===== src/hw/stas_macros.svh =====
`ifndef STAS_MACROS_SVH
`define STAS_MACROS_SVH

// ------------------------------
// Bus widths
// ------------------------------

// AXI4-Lite address width
`define STAS_ADDR_W 7
// Data width of the bus and of every queue entry
`define STAS_DATA_W 32
// One strobe per byte lane
`define STAS_STRB_W 4

// ------------------------------
// Queue geometry
// ------------------------------

`define STAS_DEPTH 32
`define STAS_IDX_W 5
// One bit wider than the index so a full queue (32) fits
`define STAS_CNT_W 6
// Entries are word addressed, byte offset bits are skipped
`define STAS_IDX_LSB 2

`endif


===== src/hw/stas_pkg.sv =====
package stas_pkg;

	// Write channel states
	typedef enum logic [1:0]
	{
		WR_IDLE   = 2'd0,
		WR_ACCEPT = 2'd1,
		WR_RESP   = 2'd2
	} wr_state_t;

	// Read channel states
	typedef enum logic [1:0]
	{
		RD_IDLE   = 2'd0,
		RD_ACCEPT = 2'd1,
		RD_DATA   = 2'd2
	} rd_state_t;

	// Queue operation for one clock cycle
	typedef enum logic [1:0]
	{
		Q_HOLD     = 2'd0,
		Q_PUSH     = 2'd1,
		Q_POP      = 2'd2,
		Q_PUSH_POP = 2'd3
	} q_op_t;

endpackage


===== src/hw/stas_axi_fsm.sv =====
`timescale 1ns/1ns
`include "stas_macros.svh"

module stas_axi_fsm
(
	input  logic                      S1_AXI_ACLK,
	input  logic                      S1_AXI_ARESETN,
	// Write address and data channels
	input  logic                      awvalid,
	output logic                      awready,
	input  logic                      wvalid,
	output logic                      wready,
	// Write response channel
	output logic                      bvalid,
	input  logic                      bready,
	// Read address channel
	input  logic                      arvalid,
	input  logic [`STAS_ADDR_W-1:0]   araddr,
	output logic                      arready,
	// Read data channel
	output logic                      rvalid,
	output logic [`STAS_DATA_W-1:0]   rdata,
	input  logic                      rready,
	// Queue side
	output logic                      wr_commit,
	output logic                      rd_capture,
	output logic [`STAS_IDX_W-1:0]    rd_idx,
	input  logic [`STAS_DATA_W-1:0]   rd_word
);
	import stas_pkg::*;

	wr_state_t wr_state;
	rd_state_t rd_state;

	// ------------------------------
	// Write channel
	// ------------------------------

	// Address and data are taken together, so one ready phase covers both
	always_ff @(posedge S1_AXI_ACLK or negedge S1_AXI_ARESETN)
	begin
		if (!S1_AXI_ARESETN)
		begin
			wr_state <= WR_IDLE;
		end
		else
		begin
			case (wr_state)
				WR_IDLE:
				begin
					// Wait until both channels present a beat
					if (awvalid && wvalid)
					begin
						wr_state <= WR_ACCEPT;
					end
				end
				WR_ACCEPT:
				begin
					// Ready lasts exactly one cycle
					wr_state <= WR_RESP;
				end
				WR_RESP:
				begin
					// Hold the response until the master takes it
					if (bready)
					begin
						wr_state <= WR_IDLE;
					end
				end
				default:
				begin
					wr_state <= WR_IDLE;
				end
			endcase
		end
	end

	// Ready and valid decode straight from the state register
	assign awready = (wr_state == WR_ACCEPT);
	assign wready  = (wr_state == WR_ACCEPT);
	assign bvalid  = (wr_state == WR_RESP);

	// Write lands in the queue at the end of the accept cycle
	assign wr_commit = (wr_state == WR_ACCEPT);

	// ------------------------------
	// Read channel
	// ------------------------------

	always_ff @(posedge S1_AXI_ACLK or negedge S1_AXI_ARESETN)
	begin
		if (!S1_AXI_ARESETN)
		begin
			rd_state <= RD_IDLE;
		end
		else
		begin
			case (rd_state)
				RD_IDLE:
				begin
					if (arvalid)
					begin
						rd_state <= RD_ACCEPT;
					end
				end
				RD_ACCEPT:
				begin
					rd_state <= RD_DATA;
				end
				RD_DATA:
				begin
					// Data stays on the bus until rready
					if (rready)
					begin
						rd_state <= RD_IDLE;
					end
				end
				default:
				begin
					rd_state <= RD_IDLE;
				end
			endcase
		end
	end

	assign arready    = (rd_state == RD_ACCEPT);
	assign rvalid     = (rd_state == RD_DATA);
	assign rd_capture = (rd_state == RD_ACCEPT);

	// Entry index, word offset taken from the read address
	always_ff @(posedge S1_AXI_ACLK)
	begin
		if ((rd_state == RD_IDLE) && arvalid)
		begin
			rd_idx <= araddr[`STAS_IDX_LSB +: `STAS_IDX_W];
		end
	end

	// Snapshot of the entry as it stood during the accept cycle
	always_ff @(posedge S1_AXI_ACLK)
	begin
		if (rd_capture)
		begin
			rdata <= rd_word;
		end
	end

endmodule


===== src/hw/stas_fill_counter.sv =====
`timescale 1ns/1ns
`include "stas_macros.svh"

module stas_fill_counter
(
	input  logic                    S1_AXI_ACLK,
	input  logic                    S1_AXI_ARESETN,
	input  logic                    wr_commit,
	input  logic                    ready_to_transmit,
	output stas_pkg::q_op_t         q_op,
	output logic [`STAS_IDX_W-1:0]  tail_idx
);
	import stas_pkg::*;

	// Entries currently stored, 0 up to full
	logic [`STAS_CNT_W-1:0] count;
	logic                   push_ok;
	logic                   pop_ok;
	logic [`STAS_CNT_W-1:0] tail_cnt;

	// Writes into a full queue are dropped here
	assign push_ok = wr_commit && (count < `STAS_CNT_W'(`STAS_DEPTH));
	// Pop is a level, one entry per cycle
	assign pop_ok  = ready_to_transmit && (count != '0);

	always_comb
	begin
		case ({push_ok, pop_ok})
			2'b10:   q_op = Q_PUSH;
			2'b01:   q_op = Q_POP;
			2'b11:   q_op = Q_PUSH_POP;
			default: q_op = Q_HOLD;
		endcase
	end

	// On push with pop the queue shifts first, so the tail moves down one
	assign tail_cnt = (q_op == Q_PUSH_POP) ? count - 1'b1 : count;
	assign tail_idx = tail_cnt[`STAS_IDX_W-1:0];

	always_ff @(posedge S1_AXI_ACLK or negedge S1_AXI_ARESETN)
	begin
		if (!S1_AXI_ARESETN)
		begin
			count <= '0;
		end
		else
		begin
			case (q_op)
				Q_PUSH:  count <= count + 1'b1;
				Q_POP:   count <= count - 1'b1;
				// Push with pop leaves the count as it is
				default: count <= count;
			endcase
		end
	end

endmodule


===== src/hw/stas_shift_queue.sv =====
`timescale 1ns/1ns
`include "stas_macros.svh"

module stas_shift_queue
(
	input  logic                    S1_AXI_ACLK,
	input  logic                    S1_AXI_ARESETN,
	// Operation decided by the fill counter
	input  stas_pkg::q_op_t         q_op,
	input  logic [`STAS_IDX_W-1:0]  tail_idx,
	// Write beat from the bus
	input  logic [`STAS_DATA_W-1:0] wdata,
	input  logic [`STAS_STRB_W-1:0] wstrb,
	// Random read port
	input  logic [`STAS_IDX_W-1:0]  rd_idx,
	output logic [`STAS_DATA_W-1:0] rd_word,
	// Last popped entry
	output logic [`STAS_DATA_W-1:0] head_word
);
	import stas_pkg::*;

	// Entry 0 is the head
	logic [`STAS_DATA_W-1:0] mem [0:`STAS_DEPTH-1];
	logic [`STAS_DATA_W-1:0] wr_word;
	logic                    push_en;
	logic                    pop_en;

	// ------------------------------
	// Operation decode
	// ------------------------------

	always_comb
	begin
		push_en = 1'b0;
		pop_en  = 1'b0;
		case (q_op)
			Q_PUSH:
			begin
				push_en = 1'b1;
			end
			Q_POP:
			begin
				pop_en = 1'b1;
			end
			Q_PUSH_POP:
			begin
				push_en = 1'b1;
				pop_en  = 1'b1;
			end
			default:
			begin
				push_en = 1'b0;
				pop_en  = 1'b0;
			end
		endcase
	end

	// Byte lanes without a strobe go in as zero
	always_comb
	begin
		for (int lane = 0; lane < `STAS_STRB_W; lane++)
		begin
			wr_word[lane*8 +: 8] = wstrb[lane] ? wdata[lane*8 +: 8] : 8'h00;
		end
	end

	// ------------------------------
	// Storage
	// ------------------------------

	always_ff @(posedge S1_AXI_ACLK or negedge S1_AXI_ARESETN)
	begin
		if (!S1_AXI_ARESETN)
		begin
			head_word <= '0;
			for (int i = 0; i < `STAS_DEPTH; i++)
			begin
				mem[i] <= '0;
			end
		end
		else
		begin
			if (pop_en)
			begin
				// Head goes out, the rest move one slot forward
				head_word <= mem[0];
				for (int i = 0; i < `STAS_DEPTH - 1; i++)
				begin
					mem[i] <= mem[i+1];
				end
				// Vacated last slot is cleared
				mem[`STAS_DEPTH-1] <= '0;
			end
			// Placed after the shift so the new word wins at tail_idx
			if (push_en)
			begin
				mem[tail_idx] <= wr_word;
			end
		end
	end

	// Combinational read, sampled by the read FSM
	assign rd_word = mem[rd_idx];

endmodule


===== src/hw/stas_fifo_top.sv =====
`timescale 1ns/1ns
`include "stas_macros.svh"

module stas_fifo_top
(
	input  logic                    S1_AXI_ACLK,
	input  logic                    S1_AXI_ARESETN,
	// Write address channel
	input  logic [`STAS_ADDR_W-1:0] S1_AXI_AWADDR,
	input  logic                    S1_AXI_AWVALID,
	output logic                    S1_AXI_AWREADY,
	// Write data channel
	input  logic [`STAS_DATA_W-1:0] S1_AXI_WDATA,
	input  logic [`STAS_STRB_W-1:0] S1_AXI_WSTRB,
	input  logic                    S1_AXI_WVALID,
	output logic                    S1_AXI_WREADY,
	// Write response channel
	output logic [1:0]              S1_AXI_BRESP,
	output logic                    S1_AXI_BVALID,
	input  logic                    S1_AXI_BREADY,
	// Read address channel
	input  logic [`STAS_ADDR_W-1:0] S1_AXI_ARADDR,
	input  logic                    S1_AXI_ARVALID,
	output logic                    S1_AXI_ARREADY,
	// Read data channel
	output logic [`STAS_DATA_W-1:0] S1_AXI_RDATA,
	output logic [1:0]              S1_AXI_RRESP,
	output logic                    S1_AXI_RVALID,
	input  logic                    S1_AXI_RREADY,
	// Downstream initiator
	input  logic                    ready_to_transmit,
	output logic [`STAS_DATA_W-1:0] address_to_init
);
	import stas_pkg::*;

	logic                    wr_commit;
	logic                    rd_capture;
	logic [`STAS_IDX_W-1:0]  rd_idx;
	logic [`STAS_DATA_W-1:0] rd_word;
	q_op_t                   q_op;
	logic [`STAS_IDX_W-1:0]  tail_idx;

	// Always OKAY on both response channels
	assign S1_AXI_BRESP = 2'b00;
	assign S1_AXI_RRESP = 2'b00;

	// Writes go to the tail, S1_AXI_AWADDR is not decoded
	stas_axi_fsm i_axi_fsm
	(
		.S1_AXI_ACLK    (S1_AXI_ACLK),
		.S1_AXI_ARESETN (S1_AXI_ARESETN),
		.awvalid        (S1_AXI_AWVALID),
		.awready        (S1_AXI_AWREADY),
		.wvalid         (S1_AXI_WVALID),
		.wready         (S1_AXI_WREADY),
		.bvalid         (S1_AXI_BVALID),
		.bready         (S1_AXI_BREADY),
		.arvalid        (S1_AXI_ARVALID),
		.araddr         (S1_AXI_ARADDR),
		.arready        (S1_AXI_ARREADY),
		.rvalid         (S1_AXI_RVALID),
		.rdata          (S1_AXI_RDATA),
		.rready         (S1_AXI_RREADY),
		.wr_commit      (wr_commit),
		.rd_capture     (rd_capture),
		.rd_idx         (rd_idx),
		.rd_word        (rd_word)
	);

	stas_fill_counter i_fill_counter
	(
		.S1_AXI_ACLK       (S1_AXI_ACLK),
		.S1_AXI_ARESETN    (S1_AXI_ARESETN),
		.wr_commit         (wr_commit),
		.ready_to_transmit (ready_to_transmit),
		.q_op              (q_op),
		.tail_idx          (tail_idx)
	);

	// Popped head drives the initiator directly
	stas_shift_queue i_shift_queue
	(
		.S1_AXI_ACLK    (S1_AXI_ACLK),
		.S1_AXI_ARESETN (S1_AXI_ARESETN),
		.q_op           (q_op),
		.tail_idx       (tail_idx),
		.wdata          (S1_AXI_WDATA),
		.wstrb          (S1_AXI_WSTRB),
		.rd_idx         (rd_idx),
		.rd_word        (rd_word),
		.head_word      (address_to_init)
	);

endmodule


===== config.mk =====
export PLATFORM = sky130hd
export DESIGN_NAME = stas_fifo_top
export DESIGN_NICKNAME = d
export VERILOG_FILES = /design/src/hw/stas_pkg.sv /design/src/hw/stas_axi_fsm.sv /design/src/hw/stas_fill_counter.sv /design/src/hw/stas_shift_queue.sv /design/src/hw/stas_fifo_top.sv
export VERILOG_INCLUDE_DIRS = /design/src /design/src/hw
export SDC_FILE = /design/constraint.sdc
export NUM_CORES = 2
export LEC_CHECK = 0
export ABC_AREA = 1
export BUFFER_PORTS_ARGS = -buffer_cell sky130_fd_sc_hd__buf_4
export CORE_MARGIN = 8
export CORE_UTILIZATION = 44
export DETAILED_ROUTE_END_ITERATION = 10
export HOLD_SLACK_MARGIN = 0.03
export SLEW_MARGIN = 20
export SYNTH_ARGS = -nofsm -noshare
export SYNTH_HDL_FRONTEND = slang
export SYNTH_SLANG_ARGS = --single-unit

===== constraint.sdc =====
create_clock -name S1_AXI_ACLK -period 4 [get_ports S1_AXI_ACLK]
set_input_delay 0.4 -clock S1_AXI_ACLK [delete_from_list [all_inputs] [get_ports S1_AXI_ACLK]]
set_output_delay 0.4 -clock S1_AXI_ACLK [all_outputs]
set_load 0.05 [all_outputs]

==> reports/results.ini <==
[logic_synthesis]
yosysMostFrequentCell=nand2_1
synthTopCellsByArea=dfrtp_1 (44%), o21ai_0 (14%), nand2_1 (12%)
syn_inst=8668
yosys_register_bits=1103
yosysTopAreaCell=dfrtp_1
synth_top_area_frac=0.438
seq_area_frac_synth=0.456
synth-async-reset-ratio=0.966
netlist_area_mm2=0.0609
syn_area_per_cell_um2=7.03
ys_types=32
yosys-top-cells-count=nand2_1 (1957), o21ai_0 (1654), a21oi_1 (1282)
synth_top_flop_cell=dfrtp_1
yosysWarnings=0
synth_edf_count=37

[global_routing]
grt.total_usage=0.283
grt_pass1_vias=55000
grt_pass1_wl_mm=337
antenna_found_initial=1
overflow=0
grt_max_degree=277

[setup_path]
rr_startpoint=i_fill_counter.count[0]
critPathKind=reg -> reg
start_kind=flop
cp-end-kind=flop
cp.arrival_ns=4.41
crit_start=i_fill_counter.count[0]
crit_fanout=24
crit_required_ns=4.69

[timing]
period_share=0.930
period_minus_slack_ns=3.72
relSlewSlack=0.0105
fin_tns_setup_ns=0
tightest_slew_ns=1.48
setup_viol_count_final=0
fmax_mhz=269
grt_setup_unrepaired=no
skew_ns=0.0268
hold_violations=0
fin_ws_ns=0.280
slew_violations=0

[worst_hold_path]
hp-class=in -> reg
min-delay-start=S1_AXI_WDATA[17]

[die]
initial_utilization=0.443
die_w_um=388
ios=131
row_count=136
dieArea_mm2=0.151
fp.coreArea_mm2=0.137
die_h_um=388

[cts]
post_cts_resized=0
tritoncts=built
numCtsBuffers=132
clock-sinks=1103
htreeDepth=4
clk_pin_slew_ns=0.06
clockBufferDepth=3
cts_root_buffer=clkbuf_16
clock_latency_ns=0.77

[power_and_ir_drop]
p_per_area_mw_per_mm2=675
total_power_w=0.0458
leakage_nw=29.7
peakVddDrop_mv=0.561

[placed_design]
pre_cts_slack_ns=0.397
hpwl_mm=133
placed_area_mm2=0.0635
gp_congestion=0.877
port_buffers=117

[outcome]
status=completed

[detailed_routing]
dr.pass1.iters=7
drt_iter0_markers=6815
vias=59100
wl_per_cell_um=21.4
via_per_inst=5.74
drc=0
postRouteAntennaNets=0
wl_mm=220

[finish]
drive_above_1_share=0.0672
nets=8475
antenna_cells=0
fillers=13700
areaGrowthSynthToFinish_pct=11.3
regArea_mm2=0.0278
multi_input_area_mm2=0.0276
stdcell_area_mm2=0.0678

[flow_run]
drv.max_cap_violation_count=0

registers in the layout (all words and copies together), names as in the netlist:
| name | count |
|---|---|
| i_axi_fsm.rd_state | 2 |
| i_shift_queue.mem | 1024 |
| i_fill_counter.count | 6 |
| i_axi_fsm.rdata | 32 |
| i_shift_queue.head_word | 32 |
| i_axi_fsm.wr_state | 2 |
| i_axi_fsm.rd_idx | 5 |
layer usage:
metal / vias to the layer above / global-route usage / part of all wire
li1: 27900 / - / -
met1: 28300 / 0.391 / 0.42
met2: 2508 / 0.439 / 0.45
met3: 483 / 0.0419 / 0.079
met4: 0 / 0.127 / 0.049
met5: - / 0 / 0
cells in the final DEF (no fill, tap or decap), drive strengths merged, types with 11 or more instances in the layout:
master	synthesis	layout
nand3	321	321
inv	692	697
a21oi	1282	1282
nand4	61	61
dfrtp	1066	1066
o21ai	1656	1656
edfxtp	37	37
nor2	800	800
clkbuf	496	206
clkinv	0	18
nand2	1957	1957
buf	247	338
o211ai	26	26
dlygate4sd3	0	11
critical path, stage by stage, from the launching register on:
cell	delay, ns
dfrtp_1	0.46
inv_2	0.10
ha_1	0.22
nand4_1	0.13
nand2_4	0.10
inv_8	0.08
ha_1	0.34
inv_1	0.17
o21ai_2	0.47
inv_2	0.27
nor2_1	0.37
nand3_2	0.39
buf_12	0.33
a21oi_1	0.17
power by group:
| group | internal [W] | switching [W] |
|---|---|---|
| clock | 0.00699 | 0.00496 |
| sequential | 0.0153 | 0.00213 |
| combinational | 0.00527 | 0.0111 |
| total | 0.0276 | 0.0182 |
per-stage QoR:
step / hold WS (ns) / util / std cells
finish: 0.130 / 0.493 / 10300
global route: 0.145 / 0.493 / 10300
CTS: 0.101 / 0.493 / 10300
detailed placement: 0.423 / 0.462 / 10100
global placement: 0.417 / 0.462 / 10100
floorplan: 0.104 / - / 8671
area by class of cell:
cell class,instances,share of cell area
Multi-Input combinational cell,6133,0.408
Inverter,692,0.0386
Timing Repair Buffer,349,0.0484
Clock buffer,206,0.0584
Clock inverter,27,0.00411
Tap cell,1794,0.0331
Sequential cell,1103,0.410
kinds of logic after synthesis:
| logic type | share of synthesized area |
|---|---|
| multiplexers | 0.000986 |
| other | 0.0000616 |
| AND/OR/NAND/NOR | 0.204 |
| flip-flops | 0.456 |
| adder cells (fa/ha/maj) | 0.00123 |
| buffers and inverters | 0.0918 |
| AO/OA/AOI/OAI | 0.245 |
| XOR/XNOR | 0.000719 |
worst paths after layout:
path,to,slack (ns),cells past startpoint
min,i_shift_queue.mem[785],0.13,3
max,i_shift_queue.mem[491],0.28,13
max reg2reg,i_shift_queue.mem[491],0.28,13
max in group asynchronous,i_shift_queue.mem[190],2.50,3
min in group asynchronous,i_shift_queue.head_word[4],0.34,2
min reg2reg,i_axi_fsm.wr_state[0],0.43,1
what timing repair did:
item                                    4_1_cts  5_1_grt
hold buffers                                 11        0
endpoints found under the hold margin        71        0
endpoints found under the setup margin        0        0
setup buffers                                 0        0
No activity file was read; power rests on OpenSTA's default activity.
